--- config.mk ---
export PLATFORM = sky130hd
export DESIGN_NAME = periph_top
export DESIGN_NICKNAME = d
export VERILOG_FILES = /design/src/hw/periph_bus_pkg.sv /design/src/hw/periph_addr_pkg.sv /design/src/hw/user_example_reg.sv /design/src/hw/simple_example_reg.sv /design/src/hw/gpio_block.sv /design/src/hw/pin_mux.sv /design/src/hw/periph_ctrl.sv /design/src/hw/periph_top.sv
export SDC_FILE = /design/constraint.sdc
export NUM_CORES = 1
export LEC_CHECK = 0
export ABC_AREA = 0
export ABC_CLOCK_PERIOD_IN_PS = 3600
export CELL_PAD_IN_SITES_DETAIL_PLACEMENT = 0
export CELL_PAD_IN_SITES_GLOBAL_PLACEMENT = 1
export CORE_MARGIN = 5
export CORE_UTILIZATION = 45
export DETAILED_ROUTE_END_ITERATION = 6
export DONT_BUFFER_PORTS = 1
export MAX_ROUTING_LAYER = met4
export PLACE_DENSITY = 0.82
export SLEW_MARGIN = 30
export SYNTH_ARGS = -nofsm -noshare
export SYNTH_HDL_FRONTEND = slang
export SYNTH_SLANG_ARGS = --single-unit
--- constraint.sdc ---
create_clock -name clk -period 3.6 [get_ports clk]
set_clock_uncertainty 0.05 [all_clocks]
set_input_delay 0.54 -clock clk [delete_from_list [all_inputs] [get_ports clk]]
set_output_delay 0.54 -clock clk [all_outputs]
set_load 0.02 [all_outputs]
--- src/hw/periph_bus_pkg.sv ---
////////////////////
// Core bus widths and native size codes
// Imported by every block that sits on the peripheral bus
////////////////////
`default_nettype none

package periph_bus_pkg;

    // Core data word and byte lane widths
    localparam int DATA_W = 32;
    // Also the number of output and input pins
    localparam int BYTE_W = 8;

    // Native size codes for read and write requests
    localparam int SIZE_W = 2;
    localparam logic [SIZE_W-1:0] SIZE_BYTE = 2'b00;
    localparam logic [SIZE_W-1:0] SIZE_HALF = 2'b01;
    localparam logic [SIZE_W-1:0] SIZE_WORD = 2'b10;
    localparam logic [SIZE_W-1:0] SIZE_NONE = 2'b11;

endpackage

`default_nettype wire

--- src/hw/periph_addr_pkg.sv ---
////////////////////
// Peripheral address map, slot numbers and register offsets
// The address union gives the full and byte region views of one address
////////////////////
`default_nettype none

package periph_addr_pkg;

    localparam int ADDR_W       = 11;
    localparam int SLOT_W       = 4;
    localparam int USER_OFS_W   = 6;
    localparam int SIMPLE_OFS_W = 4;

    // Populated slots in the full region
    localparam logic [SLOT_W-1:0] SLOT_GPIO   = 4'd1;
    localparam logic [SLOT_W-1:0] SLOT_USER_A = 4'd4;
    localparam logic [SLOT_W-1:0] SLOT_USER_B = 4'd5;

    // Populated slots in the byte region
    localparam logic [SLOT_W-1:0] SLOT_SIMPLE_A = 4'd0;
    localparam logic [SLOT_W-1:0] SLOT_SIMPLE_B = 4'd1;

    // GPIO register offsets, function selects are one per word from the base
    localparam logic [USER_OFS_W-1:0] GPIO_OUT_OFS   = 6'h00;
    localparam logic [USER_OFS_W-1:0] GPIO_IN_OFS    = 6'h04;
    localparam logic [USER_OFS_W-1:0] GPIO_FUNC_BASE = 6'h20;

    // Top bit picks the byte region, low bits pick the slot
    localparam int FUNC_W = 5;
    localparam logic [FUNC_W-1:0] FUNC_RESET = 5'd1;

    typedef struct packed {
        logic                    region;
        logic [SLOT_W-1:0]       slot;
        logic [USER_OFS_W-1:0]   ofs;
    } user_addr_t;

    typedef struct packed {
        logic                    region;
        logic [1:0]              spare;
        logic [SLOT_W-1:0]       slot;
        logic [SIMPLE_OFS_W-1:0] ofs;
    } simple_addr_t;

    typedef union packed {
        user_addr_t   user;
        simple_addr_t simple;
    } periph_addr_u;

endpackage

`default_nettype wire

--- src/hw/user_example_reg.sv ---
////////////////////
// Example full interface peripheral
// One 32-bit register at offset 0 with byte, half and word writes
////////////////////
`timescale 1ns/10ps
`default_nettype none

module user_example_reg (
    input  logic                                   clk,
    input  logic                                   rst_n,
    input  logic                                   i_wr,
    input  logic [periph_addr_pkg::USER_OFS_W-1:0] i_ofs,
    input  logic [periph_bus_pkg::SIZE_W-1:0]      i_size,
    input  logic [periph_bus_pkg::DATA_W-1:0]      i_wdata,
    output logic [periph_bus_pkg::DATA_W-1:0]      o_rdata,
    output logic [periph_bus_pkg::BYTE_W-1:0]      o_pins
);
    import periph_bus_pkg::*;

    logic [DATA_W-1:0] data_q;

    // Lanes above the write size keep their old value
    always_ff @(posedge clk) begin
        if (!rst_n) begin
            data_q <= '0;
        end else if (i_wr && (i_ofs == '0)) begin
            case (i_size)
                SIZE_BYTE: data_q[BYTE_W-1:0]   <= i_wdata[BYTE_W-1:0];
                SIZE_HALF: data_q[2*BYTE_W-1:0] <= i_wdata[2*BYTE_W-1:0];
                SIZE_WORD: data_q               <= i_wdata;
                default: ;
            endcase
        end
    end

    assign o_rdata = (i_ofs == '0) ? data_q : '0;
    assign o_pins  = data_q[BYTE_W-1:0];

endmodule

`default_nettype wire

--- src/hw/simple_example_reg.sv ---
////////////////////
// Example byte interface peripheral
// One byte register at offset 0, also driven to the pins
////////////////////
`timescale 1ns/10ps
`default_nettype none

module simple_example_reg (
    input  logic                                     clk,
    input  logic                                     rst_n,
    input  logic                                     i_wr,
    input  logic [periph_addr_pkg::SIMPLE_OFS_W-1:0] i_ofs,
    input  logic [periph_bus_pkg::BYTE_W-1:0]        i_wdata,
    output logic [periph_bus_pkg::BYTE_W-1:0]        o_rdata,
    output logic [periph_bus_pkg::BYTE_W-1:0]        o_pins
);
    import periph_bus_pkg::*;

    logic [BYTE_W-1:0] data_q;

    always_ff @(posedge clk) begin
        if (!rst_n) begin
            data_q <= '0;
        end else if (i_wr && (i_ofs == '0)) begin
            data_q <= i_wdata;
        end
    end

    assign o_rdata = (i_ofs == '0) ? data_q : '0;
    assign o_pins  = data_q;

endmodule

`default_nettype wire

--- src/hw/gpio_block.sv ---
////////////////////
// GPIO output register, input pin readback and pin function selects
// Sits in full slot 1 and decodes its own register offsets
////////////////////
`timescale 1ns/10ps
`default_nettype none

module gpio_block (
    input  logic                                       clk,
    input  logic                                       rst_n,
    input  logic                                       i_wr,
    input  logic [periph_addr_pkg::USER_OFS_W-1:0]     i_ofs,
    input  logic [periph_bus_pkg::DATA_W-1:0]          i_wdata,
    input  logic [periph_bus_pkg::BYTE_W-1:0]          i_ui_in,
    output logic [periph_bus_pkg::DATA_W-1:0]          o_rdata,
    output logic [periph_bus_pkg::BYTE_W-1:0]          o_gpio_out,
    output logic [periph_bus_pkg::BYTE_W-1:0][periph_addr_pkg::FUNC_W-1:0] o_func_sel
);
    import periph_bus_pkg::*;
    import periph_addr_pkg::*;

    logic       func_hit;
    logic [2:0] func_idx;

    // Function selects occupy one word each above the base
    assign func_hit = (i_ofs[USER_OFS_W-1] == GPIO_FUNC_BASE[USER_OFS_W-1])
                      && (i_ofs[1:0] == 2'b00);
    assign func_idx = i_ofs[4:2];

    always_ff @(posedge clk) begin
        if (!rst_n) begin
            o_gpio_out <= '0;
            for (int i = 0; i < BYTE_W; i++) begin
                o_func_sel[i] <= FUNC_RESET;
            end
        end else if (i_wr) begin
            if (i_ofs == GPIO_OUT_OFS) begin
                o_gpio_out <= i_wdata[BYTE_W-1:0];
            end
            if (func_hit) begin
                o_func_sel[func_idx] <= i_wdata[FUNC_W-1:0];
            end
        end
    end

    // Readback is zero extended to the bus width
    always_comb begin
        o_rdata = '0;
        if (i_ofs == GPIO_OUT_OFS) begin
            o_rdata[BYTE_W-1:0] = o_gpio_out;
        end else if (i_ofs == GPIO_IN_OFS) begin
            o_rdata[BYTE_W-1:0] = i_ui_in;
        end else if (func_hit) begin
            o_rdata[FUNC_W-1:0] = o_func_sel[func_idx];
        end
    end

endmodule

`default_nettype wire

--- src/hw/pin_mux.sv ---
////////////////////
// Output pin multiplexer
// Each pin takes its own bit from the peripheral its function select names
////////////////////
`timescale 1ns/10ps
`default_nettype none

module pin_mux (
    input  logic [periph_bus_pkg::BYTE_W-1:0][periph_addr_pkg::FUNC_W-1:0] i_func_sel,
    input  logic [periph_bus_pkg::BYTE_W-1:0] i_gpio_out,
    input  logic [periph_bus_pkg::BYTE_W-1:0] i_user_a_pins,
    input  logic [periph_bus_pkg::BYTE_W-1:0] i_user_b_pins,
    input  logic [periph_bus_pkg::BYTE_W-1:0] i_simple_a_pins,
    input  logic [periph_bus_pkg::BYTE_W-1:0] i_simple_b_pins,
    output logic [periph_bus_pkg::BYTE_W-1:0] o_uo_out
);
    import periph_bus_pkg::*;
    import periph_addr_pkg::*;

    always_comb begin
        logic [FUNC_W-1:0] sel;
        o_uo_out = '0;
        for (int i = 0; i < BYTE_W; i++) begin
            sel = i_func_sel[i];
            // Empty slots leave the pin low
            if (sel[FUNC_W-1]) begin
                case (sel[SLOT_W-1:0])
                    SLOT_SIMPLE_A: o_uo_out[i] = i_simple_a_pins[i];
                    SLOT_SIMPLE_B: o_uo_out[i] = i_simple_b_pins[i];
                    default:       o_uo_out[i] = 1'b0;
                endcase
            end else begin
                case (sel[SLOT_W-1:0])
                    SLOT_GPIO:   o_uo_out[i] = i_gpio_out[i];
                    SLOT_USER_A: o_uo_out[i] = i_user_a_pins[i];
                    SLOT_USER_B: o_uo_out[i] = i_user_b_pins[i];
                    default:     o_uo_out[i] = 1'b0;
                endcase
            end
        end
    end

endmodule

`default_nettype wire

--- src/hw/periph_ctrl.sv ---
////////////////////
// Bus controller for the peripheral wrapper
// Decodes the core address into slot strobes and muxes and holds read data
////////////////////
`timescale 1ns/10ps
`default_nettype none

module periph_ctrl (
    input  logic                                  clk,
    input  logic                                  rst_n,
    input  periph_addr_pkg::periph_addr_u         i_addr,
    input  logic [periph_bus_pkg::SIZE_W-1:0]     i_data_write_n,
    input  logic [periph_bus_pkg::SIZE_W-1:0]     i_data_read_n,
    input  logic                                  i_data_read_complete,
    input  logic [periph_bus_pkg::DATA_W-1:0]     i_rdata_gpio,
    input  logic [periph_bus_pkg::DATA_W-1:0]     i_rdata_user_a,
    input  logic [periph_bus_pkg::DATA_W-1:0]     i_rdata_user_b,
    input  logic [periph_bus_pkg::BYTE_W-1:0]     i_rdata_simple_a,
    input  logic [periph_bus_pkg::BYTE_W-1:0]     i_rdata_simple_b,
    output logic                                  o_wr_gpio,
    output logic                                  o_wr_user_a,
    output logic                                  o_wr_user_b,
    output logic                                  o_wr_simple_a,
    output logic                                  o_wr_simple_b,
    output logic [periph_addr_pkg::USER_OFS_W-1:0]   o_user_ofs,
    output logic [periph_addr_pkg::SIMPLE_OFS_W-1:0] o_simple_ofs,
    output logic [periph_bus_pkg::DATA_W-1:0]     o_data,
    output logic                                  o_data_ready
);
    import periph_bus_pkg::*;
    import periph_addr_pkg::*;

    logic              wr_req;
    logic              rd_req;
    logic [DATA_W-1:0] rdata_sel;
    logic [DATA_W-1:0] data_q;
    logic              hold_q;
    logic              ready_q;

    assign wr_req = (i_data_write_n != SIZE_NONE);
    assign rd_req = (i_data_read_n != SIZE_NONE);

    assign o_user_ofs   = i_addr.user.ofs;
    assign o_simple_ofs = i_addr.simple.ofs;

    // Slot decode, only populated slots get a strobe or a read value
    always_comb begin
        o_wr_gpio     = 1'b0;
        o_wr_user_a   = 1'b0;
        o_wr_user_b   = 1'b0;
        o_wr_simple_a = 1'b0;
        o_wr_simple_b = 1'b0;
        rdata_sel     = '0;
        if (i_addr.simple.region) begin
            case (i_addr.simple.slot)
                SLOT_SIMPLE_A: begin
                    o_wr_simple_a            = wr_req;
                    rdata_sel[BYTE_W-1:0]    = i_rdata_simple_a;
                end
                SLOT_SIMPLE_B: begin
                    o_wr_simple_b            = wr_req;
                    rdata_sel[BYTE_W-1:0]    = i_rdata_simple_b;
                end
                default: ;
            endcase
        end else begin
            case (i_addr.user.slot)
                SLOT_GPIO: begin
                    o_wr_gpio = wr_req;
                    rdata_sel = i_rdata_gpio;
                end
                SLOT_USER_A: begin
                    o_wr_user_a = wr_req;
                    rdata_sel   = i_rdata_user_a;
                end
                SLOT_USER_B: begin
                    o_wr_user_b = wr_req;
                    rdata_sel   = i_rdata_user_b;
                end
                default: ;
            endcase
        end
    end

    // Hold flag stays set until the core reports the read as taken
    always_ff @(posedge clk) begin
        if (!rst_n) begin
            hold_q  <= 1'b0;
            ready_q <= 1'b0;
        end else begin
            if (i_data_read_complete) begin
                hold_q <= 1'b0;
            end
            if (rd_req && !hold_q) begin
                hold_q <= 1'b1;
            end
            ready_q <= rd_req;
        end
    end

    // New read data is ignored while a previous value is still held
    always_ff @(posedge clk) begin
        if (rd_req && !hold_q) begin
            data_q <= rdata_sel;
        end
    end

    assign o_data       = data_q;
    // Writes complete in the cycle they are presented
    assign o_data_ready = ready_q || wr_req;

endmodule

`default_nettype wire

--- src/hw/periph_top.sv ---
////////////////////
// Peripheral wrapper top level on the core's native bus
// Connects the bus controller, GPIO, example peripherals and the pin mux
////////////////////
`timescale 1ns/10ps
`default_nettype none

module periph_top (
    input  logic                               clk,
    input  logic                               rst_n,
    input  logic [periph_bus_pkg::BYTE_W-1:0]  i_ui_in,
    output logic [periph_bus_pkg::BYTE_W-1:0]  o_uo_out,
    input  logic [periph_addr_pkg::ADDR_W-1:0] i_addr,
    input  logic [periph_bus_pkg::DATA_W-1:0]  i_data,
    input  logic [periph_bus_pkg::SIZE_W-1:0]  i_data_write_n,
    input  logic [periph_bus_pkg::SIZE_W-1:0]  i_data_read_n,
    output logic [periph_bus_pkg::DATA_W-1:0]  o_data,
    output logic                               o_data_ready,
    input  logic                               i_data_read_complete
);
    import periph_bus_pkg::*;
    import periph_addr_pkg::*;

    logic wr_gpio;
    logic wr_user_a;
    logic wr_user_b;
    logic wr_simple_a;
    logic wr_simple_b;

    logic [USER_OFS_W-1:0]   user_ofs;
    logic [SIMPLE_OFS_W-1:0] simple_ofs;

    logic [DATA_W-1:0] rdata_gpio;
    logic [DATA_W-1:0] rdata_user_a;
    logic [DATA_W-1:0] rdata_user_b;
    logic [BYTE_W-1:0] rdata_simple_a;
    logic [BYTE_W-1:0] rdata_simple_b;

    logic [BYTE_W-1:0] gpio_out;
    logic [BYTE_W-1:0] user_a_pins;
    logic [BYTE_W-1:0] user_b_pins;
    logic [BYTE_W-1:0] simple_a_pins;
    logic [BYTE_W-1:0] simple_b_pins;

    logic [BYTE_W-1:0][FUNC_W-1:0] func_sel;

    periph_ctrl u_ctrl (
        .clk                  (clk),
        .rst_n                (rst_n),
        .i_addr               (i_addr),
        .i_data_write_n       (i_data_write_n),
        .i_data_read_n        (i_data_read_n),
        .i_data_read_complete (i_data_read_complete),
        .i_rdata_gpio         (rdata_gpio),
        .i_rdata_user_a       (rdata_user_a),
        .i_rdata_user_b       (rdata_user_b),
        .i_rdata_simple_a     (rdata_simple_a),
        .i_rdata_simple_b     (rdata_simple_b),
        .o_wr_gpio            (wr_gpio),
        .o_wr_user_a          (wr_user_a),
        .o_wr_user_b          (wr_user_b),
        .o_wr_simple_a        (wr_simple_a),
        .o_wr_simple_b        (wr_simple_b),
        .o_user_ofs           (user_ofs),
        .o_simple_ofs         (simple_ofs),
        .o_data               (o_data),
        .o_data_ready         (o_data_ready)
    );

    gpio_block u_gpio (
        .clk        (clk),
        .rst_n      (rst_n),
        .i_wr       (wr_gpio),
        .i_ofs      (user_ofs),
        .i_wdata    (i_data),
        .i_ui_in    (i_ui_in),
        .o_rdata    (rdata_gpio),
        .o_gpio_out (gpio_out),
        .o_func_sel (func_sel)
    );

    // Full slot 4
    user_example_reg u_user_a (
        .clk     (clk),
        .rst_n   (rst_n),
        .i_wr    (wr_user_a),
        .i_ofs   (user_ofs),
        .i_size  (i_data_write_n),
        .i_wdata (i_data),
        .o_rdata (rdata_user_a),
        .o_pins  (user_a_pins)
    );

    // Full slot 5
    user_example_reg u_user_b (
        .clk     (clk),
        .rst_n   (rst_n),
        .i_wr    (wr_user_b),
        .i_ofs   (user_ofs),
        .i_size  (i_data_write_n),
        .i_wdata (i_data),
        .o_rdata (rdata_user_b),
        .o_pins  (user_b_pins)
    );

    simple_example_reg u_simple_a (
        .clk     (clk),
        .rst_n   (rst_n),
        .i_wr    (wr_simple_a),
        .i_ofs   (simple_ofs),
        .i_wdata (i_data[BYTE_W-1:0]),
        .o_rdata (rdata_simple_a),
        .o_pins  (simple_a_pins)
    );

    simple_example_reg u_simple_b (
        .clk     (clk),
        .rst_n   (rst_n),
        .i_wr    (wr_simple_b),
        .i_ofs   (simple_ofs),
        .i_wdata (i_data[BYTE_W-1:0]),
        .o_rdata (rdata_simple_b),
        .o_pins  (simple_b_pins)
    );

    pin_mux u_pin_mux (
        .i_func_sel      (func_sel),
        .i_gpio_out      (gpio_out),
        .i_user_a_pins   (user_a_pins),
        .i_user_b_pins   (user_b_pins),
        .i_simple_a_pins (simple_a_pins),
        .i_simple_b_pins (simple_b_pins),
        .o_uo_out        (o_uo_out)
    );

endmodule

`default_nettype wire

### After elaboration in Yosys (flattened, before gate mapping)

Cells that the tools add are included.

* input bits: 58
* register bits after elaboration: 162
* word-level logic and storage cells: 141
* output and inout port bits: 41

* order comparisons: 2
* mux-type cells: 52
* reduce and logical (&&, ||, !) cells: 33
* eq/ne operators: 33

Operators with widths (number)
* case mux 32 bit (3 select lines): 1
* == test 4 x 3 -> 1 bit (second input constant): 18
* two-way mux 32 bit: 2
* bitwise mux 40 bit: 1
* == test 4 x 1 -> 1 bit (second input constant): 10
* logical NOT 4 bit: 10
* two-way mux 8 bit: 4
* case mux 1 bit (3 select lines): 8
* two-way mux 1 bit: 20
* two-way mux 5 bit: 4
* case mux 1 bit (2 select lines): 8
* case mux 8 bit (2 select lines): 1
* AND reduction 2 bit: 8
* binary-select mux 5 bit (select 3 bit): 1
* demux 5 bit (select 3 bit): 1
* logical AND 1 bit: 7
* == test 6 x 3 -> 1 bit (second input constant): 1
* logical NOT 6 bit: 1
* logical NOT 2 bit: 2
* < comparator 3 x 4 -> 1 bit (second input constant): 1
* inequality test 2 bit (second input constant): 2
* >= comparator 3 x 1 -> 1 bit (second input constant): 1
* two-way mux 3 bit: 1
* OR reduction 3 bit: 1
* other kinds (6): 6

### Depth between registers and ports, before layout

* depth in word-level cells: 7
* depth in mapped cells: 7
* mapped depth without buffers: 6

### Modules after synthesis

A second synthesis with hierarchy kept.

* cells, all modules: 1046
* area, all modules: 9510.4 um^2

Modules (own cells, without submodules)
* user_example_reg: area an instance 1624.1 um^2, seq. area each 640.6 um^2, instances 2, cells each 192
* gpio_block: area an instance 2892.8 um^2, seq. area each 960.9 um^2, instances 1, cells each 322
* periph_ctrl: area an instance 2120.8 um^2, seq. area each 1001.0 um^2, instances 1, cells each 182
* simple_example_reg: area an instance 404.1 um^2, seq. area each 160.2 um^2, instances 2, cells each 47
* pin_mux: area an instance 440.4 um^2, seq. area each 0.0 um^2, instances 1, cells each 64

### Worst setup path after synthesis

No wires, ideal clock.

* path kind: input port to flip-flop
* start: input i_data_read_n[0] (netlist bit)
* end: register u_ctrl.data_q[0] (netlist: u_ctrl.o_data[0]), enable pin
* library setup time: 434 ps
* cell stages on the path: 1
* data required time: 3116 ps
* path slack: 937 ps
* arrival: 2180 ps
* buffers on the path: 0
* path through: a21oi_1

* cells in the longest elaborated chain, start to end: 2

Ends and longest elaborated chain
* from (decl): line periph_top.sv:16 `input logic [periph_bus_pkg::SIZE_W-1:0] i_data_read_n,`
* inequality test 2 bit: line periph_ctrl.sv:41 `assign rd_req = (i_data_read_n != SIZE_NONE);`
* logical AND 1 bit: line periph_ctrl.sv:103 `if (rd_req && !hold_q) begin`
* to (signal assigned): line periph_ctrl.sv:104 `data_q <= rdata_sel;`
* to (decl): line periph_ctrl.sv:36 `logic [DATA_W-1:0] data_q;`

No other way between the ends.
A chain may end at the register's enable or synchronous reset.

### Worst setup path in the final report

* start: input i_addr[7] (netlist bit)
* end: register u_ctrl.data_q[0] (netlist: u_ctrl.o_data[0]), data pin

* cells in the longest elaborated chain, start to end: 3
* elaborated cells between the ends (all ways): 8
* those cells by class: eq/ne (4); mux (3); reduce/logical (1)

Ends and longest elaborated chain
* from (decl): line periph_top.sv:13 `input logic [periph_addr_pkg::ADDR_W-1:0] i_addr,`
* == test 4 x 3 -> 1 bit (tied with other cells): line periph_ctrl.sv:67 `case (i_addr.user.slot)`
* case mux 32 bit (3 select lines) or case mux 8 bit (2 select lines) (tied branches): line periph_ctrl.sv:67, periph_ctrl.sv:55
* two-way mux 8 bit (*): line periph_ctrl.sv:54 `if (i_addr.simple.region) begin`
* via u_ctrl.rdata_sel[0]: line periph_ctrl.sv:35 `logic [DATA_W-1:0] rdata_sel;`

Mark *: on every way through the listed nets, which the timed path passes. The rest lies on a longest branch.

==> results by group <==
Run status
  – Status: finished, final reports clean

Timing
  – Final period util: between 60% and 70%
  – Setup TNS: 0 ns
  – Final setup vio count: 0
  – Worst-margin pin slew: approximately 0.99 ns
  – Setup WS post-layout: approximately 1.1 ns
  – Final Hold Viols: 0
  – Slew headroom: about a third
  – Tmin final: 2.50 ns
  – Hold Slack: 0.173 ns
  – RSZ-0062 raised after global routing: false
  – Peak Freq: between 400 and 500 MHz
  – Max Slew Vio Count: 0

Placement
  – Post-DP HPWL: between 10 and 15 mm
  – RePlAce Congestion: around 0.87
  – Pre-CTS WS: 0.782 ns
  – I/O Buffers: 0
  – Placed Area: between 7000 and 8000 µm²
  – Dpl cells: 931

Cells and area
  – Area grow syn2layout: 9.71%
  – Final Cell Area: between 8000 and 9000 µm²
  – Nets@finish: between 700 and 800
  – Layout Cells excl Fill: 963
  – Layout cells sized above 1: about 8.6%
  – Ant diodes: 0
  – Layout fillers: ~1,500

Flow run
  – Max-cap viol count: 0

Synth
  – Register area share after synthesis: a little under 50%
  – Unique cell type count in the Yosys netlist: 46
  – YS warnings: 0
  – Ranking of synthesized cells by area: dfxtp_1, edfxtp_1, mux2i_1
  – Post-synth top area share: between 30% and 40%
  – Mapped cell area: 7370 µm²
  – Synth area leader: dfxtp_1
  – Yosys reg bits: 162
  – Most used DFF post-synth: dfxtp_1
  – FFs w/ async S/R, synth: 0%
  – Mapped Nets: roughly 830
  – Most common cell in the netlist: dfxtp_1
  – Post-synth EDFFs: 32
  – Synth cell count leaders: dfxtp_1, o21ai_0, nand3_1
  – Post-Synthesis Cells: approximately 770
  – Synthesized area per cell: around 9.6 µm²

CTS
  – CTS Sinks: roughly 160
  – Post-CTS Setup Bufs: 0
  – CTS Buf Count: 17
  – Clk_lat worst skew: about 0.42 ns
  – Clk slew on worst S/H paths: ~0.060 ns
  – H-tree depth: 4
  – Post-CTS sizing: 0
  – CTS Root Cell: clkbuf_16
  – Max clock buf depth: 2
  – TritonCTS clock tree: done
  – Hold_buf cts: 0

Power
  – Max IR drop VDD: around 0.36 mV
  – Lkg Pwr: approximately 0.0026 µW
  – PD cells: around 470 nW/µm²

Routing
  – Initial detailed-routing violation count: approximately 540
  – Via count: 5,829
  – Detailed Route WL: between 20 and 25 mm
  – DRC: 0
  – Antenna Nets Post-Route: 0
  – DRT Pass-1 Iters: 5
  – Avg WL per Cell: between 20 and 25 µm
  – Vias per cell: 6.05

Worst setup path
  – WP data arrival: between 2 and 3 ns
  – Critical Path Fanout Max: 10
  – Crit path capture type: flip-flop
  – Worst path required time: approximately 3.8 ns
  – Worst setup SP type: input port
  – R2R setup slack: ~1.8 ns
  – Kind of critical path: in2reg

GRT
  – Vias in the first global route: around 5,700
  – Final global-route overflow total: 0
  – Largest net degree at the start of global routing: between 150 and 200
  – Routing usage on met1: approximately 28%
  – Global-route met2 utilization: between 30 and 40%
  – Gr busiest metal: met2
  – Total GRT Usage: a little over a fifth
  – Grt met3 use: 5.08%
  – Initial antenna violation count: 0
  – First-pass GRT wire length: between 30 and 40 mm

Hold path
  – Hold WC Path Type: in2reg

Die
  – Height of the die: 138 µm
  – Core outline area: between 15,000 and 20,000 µm²
  – Io pins: ~100
  – Die Wd: roughly 140 µm
  – Initial Util: 46.1%
  – # rows: 46
  – Die area: ~19,000 µm²
==> layout make-up <==
class                      count  area [µm²]  area share, %
clock buffer                  20         468           5.79
clock inverter                12         121           1.50
inverter                      17        63.8          0.789
multi-input combinational    526        3520           43.5
sequential                   162        3560           44.1
tap                          216         270           3.34
timing repair buffer          10        82.6           1.02
==> power by group <==
part,switching (µW),internal (µW),total (µW)
registers,45.5,1880,1930
clock network,762,1030,1790
logic,65.3,43.1,108
==> flip-flops by register name, indices dropped and copies added, names as in the netlist <==
name / flops
u_gpio.o_gpio_out: 8
u_ctrl.ready_q: 1
u_simple_b.o_pins: 8
u_simple_a.o_pins: 8
u_ctrl.hold_q: 1
u_user_a.data_q: 32
u_gpio.o_func_sel: 40
u_user_b.data_q: 32
u_ctrl.o_data: 32
==> critical path: stages <==
cell	delay [ns]
or4b_1	0.95
nor2_1	0.65
o21ai_0	0.19
o21ai_0	0.31
==> logic make-up (layout without fill, tap and decap cells) <==
| family | Yosys count | count (layout) | synth area share (%) |
|---|---|---|---|
| AOI/OAI and AO/OA | 185 | 185 | 15.4 |
| and+or+nand+nor | 258 | 258 | 20.3 |
| muxes | 81 | 81 | 11.4 |
| DFF | 162 | 162 | 48.4 |
| buffers and inverters | 77 | 59 | 4.26 |
| adders and majority gates | 2 | 2 | 0.340 |
==> layer usage <==
layer / vias to the layer above / routed length (µm)
met5: - / 0
met4: 0 / 463
li1: 2738 / -
met1: 2831 / 8650
met2: 223 / 9540
met3: 37 / 1420
==> per-stage QoR <==
step           power [µW]  utilization (%)
5_1_grt              3930             50.5
4_1_cts              3850             50.5
2_1_floorplan        2090                -
6_report             3820             50.5
3_3_place_gp         2070             46.8
3_5_place_dp         2080             46.8
==> placed cells by master (no fill, tap or decap), types with 2 or more instances in the layout <==
cell type	synthesis	routed
nor2_1	35	35
inv_6	0	3
mux4_2	2	2
clkinv_2	0	2
mux2i_1	76	76
nand4b_1	2	2
nand4_1	6	6
o22ai_1	8	8
buf_4	0	9
a31oi_1	4	4
o211ai_1	8	8
inv_1	17	17
nor4b_1	3	2
inv_8	0	2
clkbuf_16	0	18
clkinvlp_4	0	2
nand2b_1	6	6
o221ai_1	3	3
clkinv_4	0	2
nand3_1	84	84
a21oi_1	18	17
o22a_1	5	5
or4bb_1	3	3
or3_1	8	8
nor3_1	2	2
mux2_2	3	3
nor4b_2	1	2
or4b_2	3	3
a211o_1	8	8
nand2_1	53	53
a2bb2oi_1	2	2
dfxtp_1	130	130
o21ai_0	90	90
a22oi_1	32	32
edfxtp_1	32	32
nor4_4	9	9
ha_1	2	2
a32oi_1	3	3
nor2b_1	36	36
==> worst paths after layout <==
path | start | to | cells past startpoint
worst min-delay path | i_data_read_n[1] | u_ctrl.ready_q$_SDFF_PN0_ | 1
worst max register to register | u_gpio.o_func_sel[17]$_SDFFE_PN0P_ | u_ctrl.o_data[2]$_DFFE_PP_ | 4
worst min register to register | u_user_b.data_q[29]$_SDFFE_PN0P_ | u_user_b.data_q[29]$_SDFFE_PN0P_ | 2
worst max-delay path | i_addr[7] | u_ctrl.o_data[0]$_DFFE_PP_ | 4
No activity file was read; power rests on OpenSTA's default activity.
